**src/rtl/sha256_sched_pkg.sv**
```systemverilog
`default_nettype none

package sha256_sched_pkg;

	localparam int word_w = 32;
	typedef logic [word_w-1:0] word_t;

	localparam int addr_w = 9;
	typedef logic [addr_w-1:2] reg_idx_t; // word index, byte offset bits dropped.

	localparam int blk_words = 16;
	localparam int sched_words = 64;
	typedef logic [$clog2(sched_words)-1:0] sched_idx_t;

	localparam reg_idx_t ctrl_idx = 7'd0;
	localparam reg_idx_t data_base = 7'd1;
	localparam reg_idx_t sched_base = 7'd17;

	typedef logic [4:0] step_t;
	localparam step_t last_step = 5'd24; // two words per step, W16..W63.

	localparam int done_bit = 31;
	localparam int go_bit = 0;

	// message schedule recurrence distances and sigma constants.
	localparam int tap_d2 = 2;
	localparam int tap_d7 = 7;
	localparam int tap_d15 = 15;
	localparam int tap_d16 = 16;
	localparam int s0_rot_a = 7;
	localparam int s0_rot_b = 18;
	localparam int s0_shr = 3;
	localparam int s1_rot_a = 17;
	localparam int s1_rot_b = 19;
	localparam int s1_shr = 10;

	typedef enum logic [1:0] {
		resp_not_ready = 2'b00,
		resp_ready_ok  = 2'b01
	} resp_e;

	typedef struct packed {
		logic                req;
		logic                wr; // 1 for write.
		logic [addr_w-1:0]   addr;
		word_t               wdata;
	} bus_req_t;

	typedef struct packed {
		resp_e resp;
		word_t rdata;
	} bus_rsp_t;

	typedef struct packed {
		word_t w_m2;
		word_t w_m7;
		word_t w_m15;
		word_t w_m16;
	} lane_taps_t;

endpackage

`default_nettype wire

```
**src/rtl/sched_word_unit.sv**
```systemverilog
`timescale 1ns/1ps
`default_nettype none

module sched_word_unit (
	input  sha256_sched_pkg::lane_taps_t taps,
	output sha256_sched_pkg::word_t      word
);

	sha256_sched_pkg::word_t sig0;
	sha256_sched_pkg::word_t sig1;

	function automatic sha256_sched_pkg::word_t rotr(
		input sha256_sched_pkg::word_t x,
		input int                      n
	);
		return (x >> n) | (x << (sha256_sched_pkg::word_w - n));
	endfunction

	// small sigma zero on the word fifteen back.
	assign sig0 = rotr(taps.w_m15, sha256_sched_pkg::s0_rot_a) ^
		rotr(taps.w_m15, sha256_sched_pkg::s0_rot_b) ^
		(taps.w_m15 >> sha256_sched_pkg::s0_shr);

	// small sigma one on the word two back.
	assign sig1 = rotr(taps.w_m2, sha256_sched_pkg::s1_rot_a) ^
		rotr(taps.w_m2, sha256_sched_pkg::s1_rot_b) ^
		(taps.w_m2 >> sha256_sched_pkg::s1_shr);

	assign word = sig1 + taps.w_m7 + sig0 + taps.w_m16; // wraps modulo 2^32.

endmodule

`default_nettype wire

```
**config.mk**
```make
export PLATFORM = sky130hd
export DESIGN_NAME = sched_word_unit
export DESIGN_NICKNAME = d
export VERILOG_FILES = /design/src/rtl/sha256_sched_pkg.sv /design/src/rtl/sched_word_unit.sv
export SDC_FILE = /design/constraint.sdc
export NUM_CORES = 1
export LEC_CHECK = 0
export ABC_AREA = 1
export BUFFER_PORTS_ARGS = -buffer_cell sky130_fd_sc_hd__buf_2
export CAP_MARGIN = 30
export CORE_UTILIZATION = 35
export DETAILED_ROUTE_END_ITERATION = 8
export SLEW_MARGIN = 30
export SYNTH_ARGS = -nofsm -noshare
export SYNTH_HDL_FRONTEND = slang
export SYNTH_SLANG_ARGS = --single-unit
```
**constraint.sdc**
```tcl
create_clock -name vclk -period 4.3
set_input_delay 0.645 -clock vclk [all_inputs]
set_output_delay 0.645 -clock vclk [all_outputs]
set_load 0.1 [all_outputs]
```
Word-level counts from Yosys, hierarchy flattened --
Cells that the tools add are included.
Storage, ports and cells: register bits 0, output and inout bits 32, logic and storage cells 11
Operators by class: add/sub/neg operators 3, bitwise operators 8
Operator list (number):
- 32-bit adder | 3
- 32-bit bitwise XOR | 2
- 13-bit by 32-bit bitwise OR with 32-bit output | 1
- 14-bit by 32-bit bitwise OR with 32-bit output | 1
- 15-bit by 32-bit bitwise OR with 32-bit output | 1
- 25-bit by 32-bit bitwise OR with 32-bit output | 1
- 32-bit by 22-bit bitwise XOR with 32-bit output | 1
- 32-bit by 29-bit bitwise XOR with 32-bit output | 1

Logic depth before layout (Yosys ltp) --
Gate-level depths: netlist (run 1).
word-level depth 6, gate-level depth with buffers 17, depth with buffers taken out 17

Worst setup path after synthesis (run 1) --
OpenSTA, ideal clock, no wires.
path kind input -> output, start input port taps[49] (netlist name), end output port word[14], arrival 4.438 ns, required time 3.655 ns, path slack -0.783 ns, cell stages on the path 14, path buffers 1, path through buf_2 xnor2_1 xor2_1 fa_1 fa_1 inv_1 ha_1 nand2_2 inv_2 nand2_2 inv_1 a21oi_1 nand2_2 xor2_1
Between the ends: word-level cells in the longest chain between the ends 5
RTL lines:
- from (decl) | line sched_word_unit.sv:5 | input sha256_sched_pkg::lane_taps_t taps,
- 25-bit by 32-bit bitwise OR with 32-bit output | line sched_word_unit.sv:16 | return (x >> n) | (x << (sha256_sched_pkg::word_w - n));
- 32-bit bitwise XOR | line sched_word_unit.sv:20 | assign sig0 = rotr(taps.w_m15, sha256_sched_pkg::s0_rot_a) ^
- 32-bit by 29-bit bitwise XOR with 32-bit output (*) | line sched_word_unit.sv:21 | rotr(taps.w_m15, sha256_sched_pkg::s0_rot_b) ^
- 32-bit adder (*) (2 in series) | line sched_word_unit.sv:29 | assign word = sig1 + taps.w_m7 + sig0 + taps.w_m16;
- to (decl) | line sched_word_unit.sv:6 | output sha256_sched_pkg::word_t word
Mark *: on every way between the ends. The rest lies on a longest branch, timed or not.

Final worst setup path (run 1) --
start input port taps[41] (netlist name), end output port word[30]
Between the ends: word-level cells in the longest chain between the ends 5
RTL lines (line):
- 25-bit by 32-bit bitwise OR with 32-bit output / 14-bit by 32-bit bitwise OR with 32-bit output (equally long branches) | sched_word_unit.sv:16
- 32-bit bitwise XOR | sched_word_unit.sv:20
- 32-bit by 29-bit bitwise XOR with 32-bit output (*) | sched_word_unit.sv:21
- 32-bit adder (*) (2 in series) | sched_word_unit.sv:29
Marked as above.

==> flow_summary.yaml, run 1 <==
yosys:
  synthXorXnorAreaFrac_pct: 22.9
  syn_area_mm2: 0.00512
  synth.most_common_cell: "inv_1"
  ys_warn_count: 0
  seq_area_frac_synth_pct: 0
  synthTopCellsByArea: "fa_1 (24%), inv_1 (17%), nand2_1 (15%), xor2_1 (12%), xnor2_1 (11%)"
  netlist_instances: 790
  synth_top_family_by_area: "adder cells"
  synth_top_area_share_pct: 24.2
  synthAdderAreaFrac_pct: 31.8
  muxShareOfSynthArea_pct: 0
  synth_common_cells: "inv_1 (227), nand2_1 (209), xor2_1 (71)"
  syn_nets: 1011
  synth_cell_type_count: 22
  synth-simple-area-share_pct: 25.5
  synth_compound_area_share_pct: 2.86
  yosysTopAreaCell: "fa_1"
  avgSynthCellArea_um2: 6.49
worst_setup_path:
  critPathMaxFanout: 4
  crit_type: "in2out"
  worstPathArrival_ns: 3.69
  crit_path_frequent_cell: "nand2_2"
  critical-path-max-stage-delay_ns: 0.54
  startpoint_type: "input port"
  path_cells: "buf_4 > buf_4 > xnor2_2 > xor2_1 > fa_1 > fa_1 > inv_1 > ha_4 > nand2_4 > buf_12 > nor3_2 > nand2_2 > nand2_4 > nand2_4 > nand2_2 > nand2_2 > nand2_2 > buf_12"
  cp_slowest_cell: "fa_1"
  critPathCaptureType: "output pin"
  required_ns: 3.65
floorplan:
  die_w_um: 123
  die_h_um: 123
  io_pins: 160
  core-area_mm2: 0.0141
  core.rowCount: 43
  die-area_mm2: 0.0151
  start_util_pct: 36.4
sta:
  hold_violations: 0
  tightest_slew_ns: 0.483
  rsz0062_at_grt: "yes"
  max_slew_margin_pct: 67.5
  period_share_pct: 101
  layout_setup_ws_ns: -0.0315
  final_period_minus_worst_setup_slack_ns: 4.33
  setup_viol: 4
  fmax_ghz: 0.231
  slew_violations: 0
final_layout:
  antennaDiodeCount: 0
  nFlopsAndLatches: 0
  clkbuf_count: 0
  fin_util_pct: 64.3
  final_nets: 1253
  drive_gt1_share_pct: 53.0
  regArea_um2: 0
  areaGrowthSynthToFinish_pct: 77.0
routing:
  post_drt_via_cell_ratio: 4.47
  wl_per_cell_um: 15.3
  vias: 5412
  drcViolationCount: 0
  wl_mm: 18.5
  drtAntennaViolNets: 0
  drt_iter0_markers: 205
  firstDrtPassIters: 4
global_route:
  grt_pass1_vias: 5500
  track_usage_pct: 23.9
  antenna_found_initial: 0
  grt_max_degree: 7
  grt_pass1_wl_mm: 27.3
  overflow: 0
clock_network:
  cts_hold_buf: 0
run_status:
  violations: "setup timing"
  status: "finished, violations left"
worst_hold_path:
  min_path_type: "in2out"
  holdPathEnd: "word[0]"
  min_path_cells: 5
  hp-start: "taps[113]"
place:
  portBuffers: 160
  gp_congestion: 0.961
  hpwl_mm: 15.4
flow_run:
  drv_cap: 0
==> repair_timing <==
item / CTS / global route
pin swaps: 76 / 173
resized for setup: 107 / 265
setup buffers: 5 / 9
setup endpoints to repair: 24 / 27
==> cells by family (layout without fill, tap and decap cells) <==
group | after synthesis | count (layout)
simple gates | 308 | 308
buf+inv | 231 | 471
xor+xnor | 134 | 134
fa+ha+maj | 93 | 93
compound gates | 24 | 24
==> final cells by class <==
type                            instances  area [um^2]
Tap cell                              180          225
Fill cell                            1172         5030
Timing Repair Buffer                  241         2060
Multi-Input combinational cell        559         5910
Inverter                              230          868
==> metal layers <==
metal	vias to the layer above	track usage [%]	wire [um]
li1	2701	-	-
met1	2528	31.0	7620
met2	155	43.5	9520
met3	28	1.48	740
met4	0	4.97	605
met5	-	0	0
==> through the flow <==
| stage | hold WS (ns) | area (um^2) | std cells | setup slack, ns | setup TNS, ns |
|---|---|---|---|---|---|
| floorplan | 1.93 | 5330 | 790 | -0.505 | -1.39 |
| global placement | 2.03 | 7330 | 1197 | -0.231 | -3.64 |
| detailed placement | 2.06 | 7330 | 1197 | -0.248 | -4.22 |
| CTS | 2.06 | 7980 | 1202 | 0.00112 | 0 |
| global route | 2.09 | 9070 | 1210 | -0.147 | -1.76 |
| finish | 2.06 | 9070 | 1210 | -0.0315 | -0.0899 |
==> worst max-delay path: cells and delay by family <==
family	cells	cell delay (ns)
fa+ha+maj	3	1.32
buf+inv	5	0.63
xor+xnor	2	0.35
simple gates	8	0.73
==> placed cells by master (no fill, tap or decap), drive strengths merged <==
cell type	synthesis	routed
buf	1	241
xor2	71	71
a21oi	17	17
nand3	28	28
xnor2	63	63
fa	62	62
a21o	1	1
nor2	42	42
o21ai	1	1
inv	230	230
o21bai	5	5
nor3	5	5
nand2	231	231
nand4	2	2
ha	31	31
==> worst max-delay path by stage <==
stage	from	endpoint	slack, ns	depth (start not counted)
4_1_cts	taps[58]	word[31]	0.001	17
6_report	taps[41]	word[30]	-0.03	18
2_1_floorplan	taps[51]	word[7]	-0.51	10
3_3_place_gp	taps[47]	word[31]	-0.23	17
5_1_grt	taps[54]	word[30]	-0.15	19
3_5_place_dp	taps[47]	word[31]	-0.25	17
Power of run 1 is not shown: default switching activity piles up to over one toggle a cycle in this logic, so the estimate is an artifact.
==> inputs of run 2 (changes only) <==
--- a/config.mk
+++ b/config.mk
@@ -10,6 +10,7 @@
 export CAP_MARGIN = 30
 export CORE_UTILIZATION = 35
 export DETAILED_ROUTE_END_ITERATION = 8
+export SETUP_SLACK_MARGIN = 0.1
 export SLEW_MARGIN = 30
 export SYNTH_ARGS = -nofsm -noshare
 export SYNTH_HDL_FRONTEND = slang
==> constraint.sdc (replaced) <==
create_clock -name vclk -period 4
set_input_delay 0.6 -clock vclk [all_inputs]
set_output_delay 0.6 -clock vclk [all_outputs]
set_load 0.1 [all_outputs]
==> flow_summary.yaml, run 2 (synthesis gave the netlist of run 1 again) <==
worst_setup_path:
  startpoint_type: "input port"
  critPathMaxFanout: 3
  critPathLaunch: "taps[40]"
  worstPathArrival_ns: 3.64
  required_ns: 3.40
  critPathCaptureType: "output pin"
  crit_type: "in2out"
run_status:
  status: "finished, violations left"
  violations: "setup timing"
sta:
  tightest_slew_ns: 0.489
  fmax_ghz: 0.236
  slew_violations: 0
  hold_violations: 0
  rsz0062_at_grt: "yes"
  setup_viol: 26
  layout_setup_ws_ns: -0.242
  period_share_pct: 106
  final_period_minus_worst_setup_slack_ns: 4.24
  max_slew_margin_pct: 67.6
global_route:
  grt_max_degree: 7
  grt_pass1_wl_mm: 28.8
  antenna_found_initial: 0
  track_usage_pct: 25.1
  overflow: 0
  grt_pass1_vias: 5684
place:
  portBuffers: 160
  dpl_cell_area_mm2: 0.00792
  hpwl_mm: 15.9
  gp_congestion: 0.915
final_layout:
  mostFrequentLayoutCells: "inv_1 (209), nand2_1 (122), buf_2 (112), buf_4 (79), fa_1 (60)"
  design_area_mm2: 0.00932
  clkbuf_count: 0
  nFlopsAndLatches: 0
  drive_gt1_share_pct: 50.3
  regArea_um2: 0
  fillers: 1165
  mostFrequentLayoutCell: "inv_1"
  areaGrowthSynthToFinish_pct: 81.9
  final_nets: 1263
worst_hold_path:
  min_path_type: "in2out"
  hp-start: "taps[64]"
routing:
  drcViolationCount: 0
  post_drt_via_cell_ratio: 4.47
  drt_iter0_markers: 147
  wl_per_cell_um: 15.2
  firstDrtPassIters: 4
  wl_mm: 18.6
  drtAntennaViolNets: 0
  vias: 5453
floorplan:
  core.rowCount: 43
  die_w_um: 123
  start_util_pct: 36.4
  die_h_um: 123
  die-area_mm2: 0.0151
  io_pins: 160
  core-area_mm2: 0.0141
flow_run:
  drv_cap: 0
clock_network:
  cts_hold_buf: 0
[run 2: final cells by class]
class                           count  area (um^2)  share of cell area (%)
Inverter                          230          866                    9.29
Antenna cell                        1         2.50                  0.0268
Multi-Input combinational cell    559         6090                    65.4
Tap cell                          180          225                    2.42
Timing Repair Buffer              251         2130                    22.9
[run 2: metrics by stage]
stage	hold WS (ns)	setup slack (ns)	util [%]	std cells	TNS [ns]
3_3_place_gp	1.95	-0.357	56.2	1207	-6.24
5_1_grt	1.97	-0.361	66.1	1220	-7.61
2_1_floorplan	1.72	-0.0845	-	790	-0.325
3_5_place_dp	1.95	-0.352	56.2	1207	-6.53
4_1_cts	1.95	-0.245	62.6	1218	-3.95
6_report	1.95	-0.242	66.1	1221	-4.10
[run 2: layer usage]
metal,routed length [um],global-route usage (%)
met2,9360,44.9
met1,7720,32.5
met5,0,0
met4,570,6.33
met3,905,2.12
[run 2: worst paths after layout]
path        to  depth (start not counted)
max   word[11]                         16
min    word[0]                          4
[run 2: critical path: stages]
cell and delay (ns):
buf_8 0.10, buf_6 0.12, xnor2_4 0.11, xor2_1 0.17
fa_1 0.50, inv_2 0.04, fa_1 0.45, ha_2 0.21
fa_2 0.42, nand2_1 0.11, nand3_2 0.09, nand2_1 0.09
nand2_2 0.11, buf_6 0.15, xor2_4 0.17, buf_12 0.19
[run 2: timing repair]
item,4_1_cts,5_1_grt
setup buffers,11,3
pin swaps,97,67
setup endpoints to repair,29,29
resized for setup,184,106
Power of run 2 is left out for the same reason.
