===== config.mk =====
export PLATFORM = sky130hd
export DESIGN_NAME = accel_bus_regs
export DESIGN_NICKNAME = d
export VERILOG_FILES = /design/src/rtl/sha256_sched_pkg.sv /design/src/rtl/accel_bus_regs.sv
export SDC_FILE = /design/constraint.sdc
export NUM_CORES = 1
export LEC_CHECK = 0
export BUFFER_PORTS_ARGS = -buffer_cell sky130_fd_sc_hd__buf_2
export CAP_MARGIN = 20
export CORE_MARGIN = 1.5
export CORE_UTILIZATION = 40
export DETAILED_ROUTE_END_ITERATION = 7
export PLACE_DENSITY = 0.64
export SLEW_MARGIN = 15
export SYNTH_ARGS = -nofsm -noshare
export SYNTH_HDL_FRONTEND = slang
export SYNTH_SLANG_ARGS = --single-unit

===== constraint.sdc =====
create_clock -name clk -period 3.9 [get_ports clk]
set_input_delay 0.195 -clock clk [delete_from_list [all_inputs] [get_ports clk]]
set_output_delay 0.195 -clock clk [all_outputs]
set_load 0.05 [all_outputs]

===== src/rtl/sha256_sched_pkg.sv =====
`default_nettype none

package sha256_sched_pkg;

	localparam int word_w = 32;
	typedef logic [word_w-1:0] word_t;

	localparam int addr_w = 9;
	typedef logic [addr_w-1:2] reg_idx_t; // word index, byte offset bits dropped.

	localparam int blk_words = 16;
	localparam int sched_words = 64;
	typedef logic [$clog2(sched_words)-1:0] sched_idx_t;

	localparam reg_idx_t ctrl_idx = 7'd0;
	localparam reg_idx_t data_base = 7'd1;
	localparam reg_idx_t sched_base = 7'd17;

	typedef logic [4:0] step_t;
	localparam step_t last_step = 5'd24; // two words per step, W16..W63.

	localparam int done_bit = 31;
	localparam int go_bit = 0;

	// message schedule recurrence distances and sigma constants.
	localparam int tap_d2 = 2;
	localparam int tap_d7 = 7;
	localparam int tap_d15 = 15;
	localparam int tap_d16 = 16;
	localparam int s0_rot_a = 7;
	localparam int s0_rot_b = 18;
	localparam int s0_shr = 3;
	localparam int s1_rot_a = 17;
	localparam int s1_rot_b = 19;
	localparam int s1_shr = 10;

	typedef enum logic [1:0] {
		resp_not_ready = 2'b00,
		resp_ready_ok  = 2'b01
	} resp_e;

	typedef struct packed {
		logic                req;
		logic                wr; // 1 for write.
		logic [addr_w-1:0]   addr;
		word_t               wdata;
	} bus_req_t;

	typedef struct packed {
		resp_e resp;
		word_t rdata;
	} bus_rsp_t;

	typedef struct packed {
		word_t w_m2;
		word_t w_m7;
		word_t w_m15;
		word_t w_m16;
	} lane_taps_t;

endpackage

`default_nettype wire


===== src/rtl/accel_bus_regs.sv =====
`timescale 1ns/1ps
`default_nettype none

module accel_bus_regs (
	input  wire                           clk,
	input  wire                           rst_n,
	input  sha256_sched_pkg::bus_req_t    bus_req,
	output sha256_sched_pkg::bus_rsp_t    bus_rsp,
	output logic                          go,
	output sha256_sched_pkg::word_t       data_words [sha256_sched_pkg::blk_words],
	output sha256_sched_pkg::sched_idx_t  sched_rd_idx,
	input  sha256_sched_pkg::word_t       sched_rd_word,
	input  wire                           done
);

	localparam int slot_w = $clog2(sha256_sched_pkg::blk_words);

	sha256_sched_pkg::resp_e    resp_q;
	sha256_sched_pkg::word_t    rdata_q;
	sha256_sched_pkg::word_t    rd_word;
	sha256_sched_pkg::reg_idx_t idx;
	sha256_sched_pkg::reg_idx_t data_off;
	sha256_sched_pkg::reg_idx_t sched_off;
	logic [slot_w-1:0]          data_slot;
	logic                       accept;
	logic                       resp_en;
	logic                       ctrl_hit;
	logic                       data_hit;
	logic                       sched_hit;

	assign idx = bus_req.addr[sha256_sched_pkg::addr_w-1:2];
	assign accept = bus_req.req && (resp_q == sha256_sched_pkg::resp_not_ready);
	// the response toggles only when req and resp disagree.
	assign resp_en = (resp_q == sha256_sched_pkg::resp_ready_ok) ^ bus_req.req;

	assign data_off = idx - sha256_sched_pkg::data_base;
	assign sched_off = idx - sha256_sched_pkg::sched_base;
	assign data_slot = data_off[slot_w+1:2];

	assign ctrl_hit = (idx == sha256_sched_pkg::ctrl_idx);
	assign data_hit = (idx >= sha256_sched_pkg::data_base) &&
		(data_off < sha256_sched_pkg::reg_idx_t'(sha256_sched_pkg::blk_words));
	assign sched_hit = (idx >= sha256_sched_pkg::sched_base) &&
		(sched_off < sha256_sched_pkg::reg_idx_t'(sha256_sched_pkg::sched_words));
	assign sched_rd_idx = sha256_sched_pkg::sched_idx_t'(sched_off);

	always_comb begin
		rd_word = '0;
		if (ctrl_hit) begin
			rd_word[sha256_sched_pkg::done_bit] = done;
		end else if (data_hit) begin
			rd_word = data_words[data_slot];
		end else if (sched_hit) begin
			rd_word = sched_rd_word;
		end
	end

	always_ff @(posedge clk or negedge rst_n) begin
		if (!rst_n) begin
			resp_q <= sha256_sched_pkg::resp_not_ready;
		end else if (resp_en) begin
			resp_q <= bus_req.req ? sha256_sched_pkg::resp_ready_ok :
				sha256_sched_pkg::resp_not_ready;
		end
	end

	always_ff @(posedge clk) begin
		if (accept) begin
			rdata_q <= rd_word; // sampled at acceptance and held through the response.
		end
	end

	always_ff @(posedge clk or negedge rst_n) begin
		if (!rst_n) begin
			go <= 1'b0;
		end else begin
			go <= accept && bus_req.wr && ctrl_hit &&
				bus_req.wdata[sha256_sched_pkg::go_bit];
		end
	end

	always_ff @(posedge clk or negedge rst_n) begin
		if (!rst_n) begin
			for (int i = 0; i < sha256_sched_pkg::blk_words; i++) begin
				data_words[i] <= '0;
			end
		end else if (accept && bus_req.wr && data_hit) begin
			data_words[data_slot] <= bus_req.wdata;
		end
	end

	assign bus_rsp.resp = resp_q;
	assign bus_rsp.rdata = rdata_q;

endmodule

`default_nettype wire


# Word level (Yosys, flattened, before mapping)
# Index checks and enable logic that the tools add are counted.
# word_totals
reg_bits	547
elab_cells	51
input_bits	78
# classes
bitwise	2
magnitude_cmp	6
n_eq_ne	1
n_mux	10
addsub	2
n_reduce_logical	10
# ops
op	n
$bwmux W512	1
$mux W32	5
$bmux W32 S4	1
$demux W32 S4	1
$logic_and A1 B1 Y1	8
$ge A7 B1 Y1 const B	1
$ge A7 B5 Y1 const B	1
$logic_not A7 Y1	1
$lt A7 B5 Y1 const B	1
$lt A7 B7 Y1 const B	1
$sub A7 B1 Y7 const B	1
$sub A7 B5 Y7 const B	1
$ge A5 B5 Y1 const B	1
$lt A5 B1 Y1 const B	1
$not A4 Y5	1
$eq A2 B1 Y1 const B	1
$logic_not A2 Y1	1
$mux W1	2
$xor A1 B1 Y1	1

# Longest topological paths before layout
# Gate-level depths: netlist of the first run.
# depth
depth_word	7
ltp_mapped	13

# Worst setup path after synthesis of the first run
# No wires, ideal clock.
# synth_path
path_kind	input port to flip-flop
start	in bus_req[34] in the netlist's numbering
end	reg data_words[375] in the netlist's numbering
setup_ns	0.125
n_path_buf	6
required_time_ns	3.775
t_arrival_ns	4.368
setup_slack_ns	-0.592
stages	12
cell_sequence	clkbuf_1 > buf_2 > buf_1 > inv_1 > ha_1 > clkbuf_1 > xor2_1 > o31ai_2 > buf_6 > nor3_4 > buf_6 > mux2_2
# synth_between
elab_chain_cells	7
elab_cells_between_ends	12
cone_classes	add/sub: 1; order compare: 4; mux: 3; bitwise: 1; reduce/logical: 3
# synth_lines
element	line	text
start, declared	accel_bus_regs.sv:7	input sha256_sched_pkg::bus_req_t bus_req,
$sub A7 B1 Y7	accel_bus_regs.sv:36	assign data_off = idx - sha256_sched_pkg::data_base;
$not A4 Y5 (implied by the code)	accel_bus_regs.sv:88	data_words[data_slot] <= bus_req.wdata;
$ge A5 B5 Y1 (implied by the code) or $lt A5 B1 Y1 (tied branches)	accel_bus_regs.sv:88	
$logic_and A1 B1 Y1 (implied by the code)	accel_bus_regs.sv:88	
$mux W32 (implied by the code)	accel_bus_regs.sv:88	
$demux W32 S4	accel_bus_regs.sv:88	
$bwmux W512	accel_bus_regs.sv:88	
end signal, assigned by index	accel_bus_regs.sv:88	
end, declared	accel_bus_regs.sv:10	output sha256_sched_pkg::word_t data_words [sha256_sched_pkg::blk_words],
# Parallel ways exist; a longest one is shown, timed or not.
# A chain may end at the register's enable or synchronous reset.

# Final worst setup path of the first run
# layout_path
start	in bus_req[34] in the netlist's numbering
end	reg data_words[65] in the netlist's numbering
# The elaborated chain is that of the path after synthesis.

==> reports/metrics.cfg, run 1 <==
[synth]
yosysWarnings = 0
yosysSeqAreaShare_pct = 55.8
synth-async-reset-ratio_pct = 94.1
synth_nets = 1601
syn_area_mm2 = 0.0248
ys_seq_elements = 546
synth_area_per_cell_um2 = 16.4
postSynthCellCount = 1516
synth_edf_count = 32
synth_flop_cell = dfrtp_1
synth_cell_types = 41

[power]
power.total_w = 0.0157
power.density_mw_per_mm2 = 499
ir_worst_vdd_uv = 566
cellLeakagePower_nw = 16.6

[clock_tree]
cts.sinks = 546
cts_post_setup_buffers_inserted = 0
root_buffer = clkbuf_16
cts_made_buffers = 58
htreeDepth = 2
clockBufferDepth = 3
clk_pin_slew_ns = 0.06
tritoncts = yes
clk_latency_ns = 0.61
cts_resized = 0

[detailed_routing]
vias = 17200
drtIter0Drc = 1164
wl_um = 87400
avgRoutedWirePerCell_um = 29.0
drc_errors = 0
vias_per_cell = 5.72
first_pass_iters = 5
postRouteAntennaNets = 0

[sta]
period_share_pct = 73.6
rsz0062_at_grt = no
relSlewSlack_pct = 28.9
fin_worst_skew_ns = 0.0338
drv_slew = 0
worstMarginPinSlew_ns = 1.06
hold_violations = 0
setup_tns_ns = 0
layout_setup_ws_ns = 1.03
max_freq_mhz = 348
finalSetupViolations = 0
min_period_ns = 2.87

[worst_setup_path]
critPathRequiredTime_ns = 4.36
slowest_stage = nor3_4
critical_path_class = input pin to flop
crit_arrival_ns = 3.33
cp_max_fo = 20
worstSetupStartpoint = bus_req[34]
cp-start-kind = input pin
timing.critical_path.mode_cell = buf_4
worstPathCellList = buf_8 -> inv_1 -> ha_1 -> nand4bb_1 -> a21oi_1 -> o31ai_4 -> buf_4 -> nor3_4 -> buf_4 -> mux2_2
max_stage_delay_ns = 0.64
r2r_start = resp_q[0]$_DFFE_PN0P_
critPathBufInv = 4
crit_family = buffers and inverters
cp-end-kind = flop

[min_path]
min_from = bus_req[12]
min_path_type = input pin to flop

[floorplan]
core.rowCount = 91
die_y_um = 252
core-area_mm2 = 0.0615
initial_core_util_pct = 40.3
io_pins = 631
dieArea_mm2 = 0.0635
fp.dieW_um = 252

[global_route]
grt_overflow = 0
grt_antenna_before_repair = 6
grt_usage_pct = 27.1
grt_pass1_vias = 17800
grt_pass1_wl_um = 126000
grt_max_degree = 112

[place]
place_ws_ns = 0.387
gp_congestion = 0.877
dp_hpwl_um = 59500
dp.cells = 2864
io_buffers = 627

[final_layout]
fill_cells = 5238
layout.cells.non_filler = 3013
post-route-util_pct = 51.1
fin_nets = 2257
final_cell_mix = buf_2 (625), dfrtp_1 (514), mux2_2 (425)
areaGrowthSynthToFinish_pct = 26.8
seqCellArea_mm2 = 0.0138
drive_gt1_share_pct = 61.4
final_common_cell = buf_2
multi_input_area_mm2 = 0.0104

[run]
cap_violations = 0

[run_status]
status = finished clean

## cells in the mapped netlist, types with 2 or more instances
cell type / count / area, um^2
dfrtp_1: 514 / 12900
nand3_1: 4 / 20.0
ha_1: 7 / 87.6
buf_2: 39 / 195
nor3_1: 3 / 15.0
nor2_1: 2 / 7.51
mux2_1: 88 / 991
buf_6: 16 / 180
mux4_2: 128 / 2880
or2_2: 2 / 12.5
nor4_1: 2 / 12.5
xor2_1: 3 / 26.3
mux2_2: 425 / 4790
mux2i_1: 65 / 651
nor3_4: 5 / 81.3
o21ai_0: 2 / 10.0
o31ai_1: 2 / 15.0
buf_1: 2 / 7.51
o221ai_1: 32 / 280
clkbuf_1: 73 / 274
a21oi_1: 2 / 10.0
nand2_1: 34 / 128
nor3_2: 12 / 120
edfxtp_1: 32 / 961
inv_1: 6 / 22.5
## registers in the layout, summed over array words and instances (netlist names)
register and cells:
data_words 512, rdata_q 32, go 1, resp_q 1
## through the flow
step | area (um^2) | hold slack (ns)
final | 31400 | 0.0489
after global routing | 31400 | 0.0482
after CTS | 31400 | 0.00514
after detailed placement | 29000 | 0.315
after global placement | 29000 | 0.308
after floorplan | 24800 | -0.101
## power by group
part           switching, W  total (W)  internal (W)
combinational       0.00250    0.00341      0.000911
sequential         0.000320    0.00648       0.00616
clock               0.00229    0.00579       0.00349
total               0.00511     0.0157        0.0106
## layout make-up
| cell class | count | share of cell area (%) |
|---|---|---|
| sequential | 546 | 44.0 |
| multi-input combinational | 832 | 33.1 |
| timing repair buffer | 727 | 13.2 |
| clock buffer | 92 | 5.63 |
| tap | 790 | 3.14 |
| clock inverter | 16 | 0.768 |
| inverter | 7 | 0.0916 |
| antenna | 3 | 0.0239 |
## cell families (layout without fill, tap and decap cells)
family | after synthesis | after routing | synth area share [%]
AOI/OAI and AO/OA | 44 | 44 | 1.49
xor gates and xnor gates | 4 | 4 | 0.141
adders and majority gates | 7 | 7 | 0.353
buffers and inverters | 138 | 842 | 2.79
DFF | 546 | 546 | 55.8
muxes | 706 | 706 | 37.6
other | 1 | 4 | 0.0151
and+or+nand+nor | 70 | 70 | 1.88
## timing repair
action                                  CTS  global route
endpoints found under the setup margin    0             0
hold endpoints to repair                136             0
hold buffers                             38             0
## final timing paths
check	to	slack, ns	cells past startpoint
max in group asynchronous	data_words[346]$_DFFE_PN0P_	2.45	3
setup reg to reg	data_words[65]$_DFFE_PN0P_	1.28	6
hold reg to reg	data_words[324]$_DFFE_PN0P_	0.51	1
hold / removal	data_words[300]$_DFFE_PN0P_	0.05	2
setup / recovery	data_words[65]$_DFFE_PN0P_	1.03	10
min in group asynchronous	data_words[186]$_DFFE_PN0P_	0.23	2
## layer usage
metal	GRT usage, %	wire (um)	vias to the layer above	share of wire, %
met5	0	42	-	0.048
met4	11.7	3840	6	4.4
met3	5.98	5830	210	6.7
met2	43.3	42000	773	48
met1	35.7	35700	9189	41
li1	-	-	7051	-
No activity file was read; power rests on OpenSTA's default activity.
==> run 2, diff against run 1 <==
Settings changed: PLACE_DENSITY 0.64 to 0.66.
Clock period 3.9 ns to 2.4 ns, I/O delays scaled along.
==> run 2 against run 1 <==
Sequential power rose by 64%. Largest cell class unchanged. Combinational power grew 71%. Register-to-register slack got worse by 1.0 ns. Cell count grew 2.6%. Critical path depth fell by 3. First-iteration DRC count up 16%. Flip-flop and latch count did not move. Wire length is 1.2% higher. Clock power is 69% higher. Die area is the same.
==> reports/metrics.cfg, run 2 (synthesis gave the netlist of run 1 again) <==
[clock_tree]
cts.sinks = 546  ; unchanged
cts_made_buffers = 60  ; +3.4%
cts_resized = 0  ; unchanged
clk_pin_slew_ns = 0.06  ; about the same
tritoncts = yes
clockBufferDepth = 3  ; unchanged
cts_post_setup_buffers_inserted = 0  ; unchanged
root_buffer = clkbuf_16
clk_latency_ns = 0.62  ; about the same
htreeDepth = 2  ; unchanged
hold_buffers = 64  ; +68%

[sta]
max_freq_mhz = 468
finalSetupViolations = 0  ; unchanged
drv_slew = 0  ; unchanged
fin_worst_skew_ns = 0.0235  ; -0.0103 ns
period_share_pct = 89.0
worstMarginPinSlew_ns = 0.795  ; -0.264 ns
hold_violations = 0  ; unchanged
min_period_ns = 2.14
rsz0062_at_grt = no
relSlewSlack_pct = 46.9  ; +18 points
hold_ws_ns = 0.0547  ; +0.00582 ns

[detailed_routing]
drc_errors = 0  ; unchanged
postRouteAntennaNets = 0  ; unchanged
met2_length_um = 41800  ; -0.49%
avgRoutedWirePerCell_um = 28.6  ; -1.4%
wl_met3_um = 7040  ; +21%
wl_met1_um = 35900  ; +0.80%
first_pass_iters = 5  ; unchanged
vias_per_cell = 5.65  ; -1.2%
drtIter0Drc = 1346  ; +16%
routed.top_layer = met4
vias = 17500  ; +1.4%
wl_um = 88400  ; +1.2%

[final_layout]
areaGrowthSynthToFinish_pct = 35.4
seqCellArea_mm2 = 0.0138  ; unchanged
fill_cells = 5010  ; -4.4%
drive_gt1_share_pct = 63.8  ; +2.3 points
final_common_cell = buf_2
fin_nets = 2335  ; +3.5%
reg.largest.list = data_words: 512 flops, rdata_q: 32 flops
final_cell_mix = buf_2 (624), dfrtp_1 (514), mux2_4 (249)
post-route-util_pct = 54.6  ; +3.5 points
multi_input_area_mm2 = 0.0114  ; +9.6%
largest_reg_flops = 512  ; unchanged
largest_register = data_words

[global_route]
grt_max_degree = 90  ; -20%
grt_pass1_vias = 18400  ; +3.3%
grt_overflow = 0  ; unchanged
grt_antenna_before_repair = 2  ; -4
grt_pass1_wl_um = 129000  ; +2.1%
grt_usage_pct = 27.6  ; +0.50 points

[worst_setup_path]
cp-end-kind = flop
rrSetupSlack_ns = 0.26  ; -1.02 ns
critical_path_class = flop to flop
crit_family = buffers and inverters
worstPathCellList = inv_1 -> ha_2 -> nand3_1 -> buf_4 -> nor3_4 -> buf_12 -> mux2_1
cp-start-kind = flop
slowest_stage = dfrtp_1
crit_arrival_ns = 2.62  ; -0.71 ns
cp_max_fo = 19  ; -5.0%
max_stage_delay_ns = 0.39  ; -0.25 ns
critPathBufInv = 3  ; -1
critPathRequiredTime_ns = 2.88  ; -1.48 ns

[place]
dp_hpwl_um = 61800  ; +3.8%
gp_congestion = 0.881  ; +0.48%
io_buffers = 627  ; unchanged

[min_path]
min_path_type = input pin to flop

[power]
power.density_mw_per_mm2 = 781  ; +56%
ir_worst_vdd_uv = 629  ; +11%
cellLeakagePower_nw = 17.4  ; +4.4%

[floorplan]
dieArea_mm2 = 0.0635  ; unchanged
fp.dieW_um = 252  ; unchanged
io_pins = 631  ; unchanged
core-area_mm2 = 0.0615  ; unchanged
initial_core_util_pct = 40.3  ; unchanged
core.rowCount = 91  ; unchanged
die_y_um = 252  ; unchanged

[run_status]
status = finished clean

[run]
cap_violations = 0  ; unchanged

==> run 2: power by group <==
group	internal [W]	leakage (nW)	switching [W]
sequential	0.0100	7.43	0.000595
combinational	0.00177	8.91	0.00407
clock	0.00587	1.04	0.00389
==> run 2: worst paths after layout <==
path / from / cells past startpoint / end
worst max-delay path: resp_q[0]$_DFFE_PN0P_ / 7 / data_words[206]$_DFFE_PN0P_
worst min-delay path: bus_req[14] / 2 / data_words[206]$_DFFE_PN0P_
worst max register to register: resp_q[0]$_DFFE_PN0P_ / 7 / data_words[206]$_DFFE_PN0P_
worst min register to register: data_words[286]$_DFFE_PN0P_ / 1 / data_words[286]$_DFFE_PN0P_
max in group asynchronous: rst_n / 3 / data_words[488]$_DFFE_PN0P_
min in group asynchronous: rst_n / 2 / data_words[24]$_DFFE_PN0P_
==> run 2: layer usage <==
layer	up-vias	global-route usage (%)
met5	-	0
met2	876	43.8
met3	200	6.49
met1	9208	36.8
met4	0	10.6
li1	7182	-
==> run 2: per-stage QoR <==
| stage | cell area (um^2) | power (W) | setup WS, ns | setup TNS (ns) | std cells |
|---|---|---|---|---|---|
| 3_3_place_gp | 30800 | 0.0164 | -0.208 | -30.56 | 2913 |
| 4_1_cts | 33600 | 0.0264 | 0.250 | 0 | 3091 |
| 5_1_grt | 33600 | 0.0270 | 0.149 | 0 | 3091 |
| 2_1_floorplan | 26100 | 0.0146 | -0.535 | -213.98 | 1516 |
| 6_report | 33600 | 0.0262 | 0.263 | 0 | 3092 |
| 3_5_place_dp | 30800 | 0.0165 | -0.175 | -36.34 | 2914 |
==> run 2: layout make-up <==
class | instances | share of cell area, %
clock buffers | 83 | 5.12
well taps | 790 | 2.94
repair buffers | 803 | 15.5
diodes | 1 | 0.00745
inverters | 7 | 0.0969
clock inverters | 30 | 1.13
multi-input cells | 832 | 34.0
flip-flops and latches | 546 | 41.2
==> run 3, diff against run 2 <==
Settings changed: SLEW_MARGIN 15 to unset.
Clock period 2.4 ns to 1.8 ns, I/O delays scaled along.
==> run 3 against run 2 <==
Setup slack worse by 0.49 ns. Highest routed layer is now met5. Core utilization grew 5.1 points. Clock power up 30%. Cell area grew 9.4%. Flip-flop and latch count is the same. The run now ends with negative setup slack left. Clock skew is 0.0087 ns lower. Largest power group unchanged.
==> reports/metrics.cfg, run 3 (synthesis gave the netlist of run 1 again) <==
[floorplan]
core.rowCount = 91  ; unchanged
dieArea_mm2 = 0.0635  ; unchanged
fp.dieW_um = 252  ; unchanged
core-area_mm2 = 0.0615  ; unchanged
initial_core_util_pct = 40.3  ; unchanged
die_y_um = 252  ; unchanged
io_pins = 631  ; unchanged

[final_layout]
final_cell_mix = buf_2 (622), dfrtp_1 (514), mux2_4 (507)
drive_gt1_share_pct = 67.8  ; +4.0 points
layout.cells.non_filler = 3206  ; +3.7%
largest_reg_flops = 512  ; unchanged
largest_register = data_words
reg.largest.list = data_words: 512 flops, rdata_q: 32 flops
final_common_cell = buf_2
fill_cells = 4654  ; -7.1%
areaGrowthSynthToFinish_pct = 48.2
fin_nets = 2452  ; +5.0%

[detailed_routing]
vias_per_cell = 5.75  ; +1.8%
postRouteAntennaNets = 0  ; unchanged
drtIter0Drc = 1680  ; +25%
vias = 18400  ; +5.6%
first_pass_iters = 5  ; unchanged
drc_errors = 0  ; unchanged
wl_um = 103000  ; +16%
avgRoutedWirePerCell_um = 32.0  ; +12%

[run_status]
violations = negative setup slack
status = finished with violations

[power]
pwr-share-comb_pct = 23.7  ; +1.4 points
cellLeakagePower_nw = 18.5  ; +6.6%
ir_worst_vdd_uv = 1030  ; +64%
p_sw_w = 0.0116  ; +35%
switching_share_pct = 32.9  ; +0.28 points
power.internal_w = 0.0236  ; +34%
p_clk_share_pct = 36.0  ; -1.2 points
power.density_mw_per_mm2 = 957  ; +23%
power.total_w = 0.0351  ; +34%
seqPwrFrac_pct = 40.2  ; -0.3 points

[sta]
rsz0062_at_grt = yes
hold_violations = 0  ; unchanged
layout_setup_ws_ns = -0.226  ; -0.489 ns
hold_ws_ns = 0.0609  ; +0.00620 ns
max_freq_mhz = 494
worstMarginPinSlew_ns = 0.884  ; +0.0897 ns
setup_tns_ns = -66.77  ; -66.77 ns
relSlewSlack_pct = 40.9  ; -6.0 points
period_share_pct = 113
finalSetupViolations = 513  ; +513
fin_worst_skew_ns = 0.0148  ; -0.00869 ns
drv_slew = 0  ; unchanged
min_period_ns = 2.03

[global_route]
grt_max_degree = 70  ; -22%
grt_overflow = 0  ; unchanged
grt_pass1_vias = 19200  ; +4.6%
grt_pass1_wl_um = 141000  ; +9.5%
grt_usage_pct = 30.6  ; +3.0 points
grt_antenna_before_repair = 4  ; +2

[worst_setup_path]
crit_arrival_ns = 2.52  ; -0.10 ns
max_stage_delay_ns = 0.49  ; +0.10 ns
rrSetupSlack_ns = -0.20  ; -0.46 ns
critPathRequiredTime_ns = 2.29  ; -0.59 ns
r2r_start = resp_q[0]$_DFFE_PN0P_
slowest_stage = or4_4
critical_path_class = input pin to flop
r2r_end = data_words[13]$_DFFE_PN0P_
reg2reg_depth = 8  ; +1
cp-start-kind = input pin
cp-end-kind = flop
cp_max_fo = 6  ; -13
worstPathCellList = buf_8 -> buf_6 -> or4_4 -> nor4b_4 -> buf_12 -> buf_6 -> o31ai_4 -> nor3_4 -> buf_6 -> clkbuf_16 -> mux2_4
timing.critical_path.mode_cell = buf_6

[clock_tree]
cts.sinks = 546  ; unchanged
clk_pin_slew_ns = 0.06  ; about the same
htreeDepth = 2  ; unchanged
clockBufferDepth = 3  ; unchanged
tritoncts = yes
root_buffer = clkbuf_16
cts_made_buffers = 58  ; -3.3%
clk_latency_ns = 0.61  ; about the same

[run]
cap_violations = 0  ; unchanged

[place]
dp_hpwl_um = 62200  ; +0.74%
io_buffers = 627  ; unchanged
gp_congestion = 0.887  ; +0.67%
dp.cells = 2934  ; +0.69%

[min_path]
min_path_type = input pin to asynchronous set/reset pin

## run 3: cell types whose count changed in the layout (fill, tap and decap cells not counted), sizes merged
| cell | delta |
|---|---|
| dlygate4sd3 | +3 |
| clkinvlp | +4 |
| clkinv | -3 |
| clkbuf | +15 |
| inv | -4 |
| o31ai | +1 |
| buf | +98 |
| bufinv | -1 |
| diode | +1 |
## run 3: timing repair
item,in CTS,in global routing
pin swaps,8,17
setup buffers,40,21
endpoints found under the setup margin,541,523
gates resized for setup,245,155
hold endpoints to repair,967,0
hold buffers,67,0
cloned,30,17
## run 3: through the flow
stage	worst slack [ns]	cell area, um^2	util (%)
floorplan	-1.11	26200	-
finish	-0.226	36700	59.7
detailed placement	-0.885	31000	50.4
global placement	-0.844	31000	50.4
global route	-0.244	36700	59.7
CTS	-0.171	35800	58.2
## run 3: cell type report
type | count | area, um^2 | share of cell area, %
Clock inverter | 26 | 298 | 0.811
Antenna cell | 2 | 5.00 | 0.0136
Tap cell | 790 | 988 | 2.69
Clock buffer | 81 | 1710 | 4.65
Timing Repair Buffer | 921 | 7420 | 20.2
Sequential cell | 546 | 13800 | 37.6
Inverter | 7 | 43.8 | 0.119
Multi-Input combinational cell | 833 | 12400 | 33.9
## run 3: how the worst max path moves through the flow
stage / slack, ns / endpoint / from / cells after the start
CTS: -0.17 / data_words[491]$_DFFE_PN0P_ / bus_req[34] / 11
global placement: -0.84 / data_words[502]$_DFFE_PN0P_ / bus_req[35] / 9
floorplan: -1.11 / data_words[373]$_DFFE_PN0P_ / bus_req[34] / 12
finish: -0.23 / data_words[320]$_DFFE_PN0P_ / bus_req[35] / 11
detailed placement: -0.88 / data_words[498]$_DFFE_PN0P_ / bus_req[35] / 9
global route: -0.24 / data_words[22]$_DFFE_PN0P_ / resp_q[0]$_DFFE_PN0P_ / 8
## run 3: routing by layer
layer / wire length, um / global-route usage [%] / vias to the layer above
li1: - / - / 7427
met1: 41800 / 41.0 / 9841
met2: 48700 / 49.5 / 978
met3: 8720 / 7.08 / 190
met4: 3370 / 9.31 / 2
met5: 13 / 0 / -
## run 3: worst max-delay path: cells and delay by family
| family | cells | cell delay, ns |
|---|---|---|
| AND/OR/NAND/NOR | 3 | 1.10 |
| buffers and inverters | 6 | 0.89 |
| multiplexers | 1 | 0.31 |
| AO/OA/AOI/OAI | 1 | 0.09 |
## run 3: power by group through the flow
stage	Clock, W	Sequential [W]	Combinational [W]
floorplan	0	0.0173	0.00220
global placement	0	0.0143	0.00774
detailed placement	0	0.0143	0.00781
CTS	0.0128	0.0141	0.00816
global route	0.0133	0.0142	0.00862
finish	0.0127	0.0141	0.00834
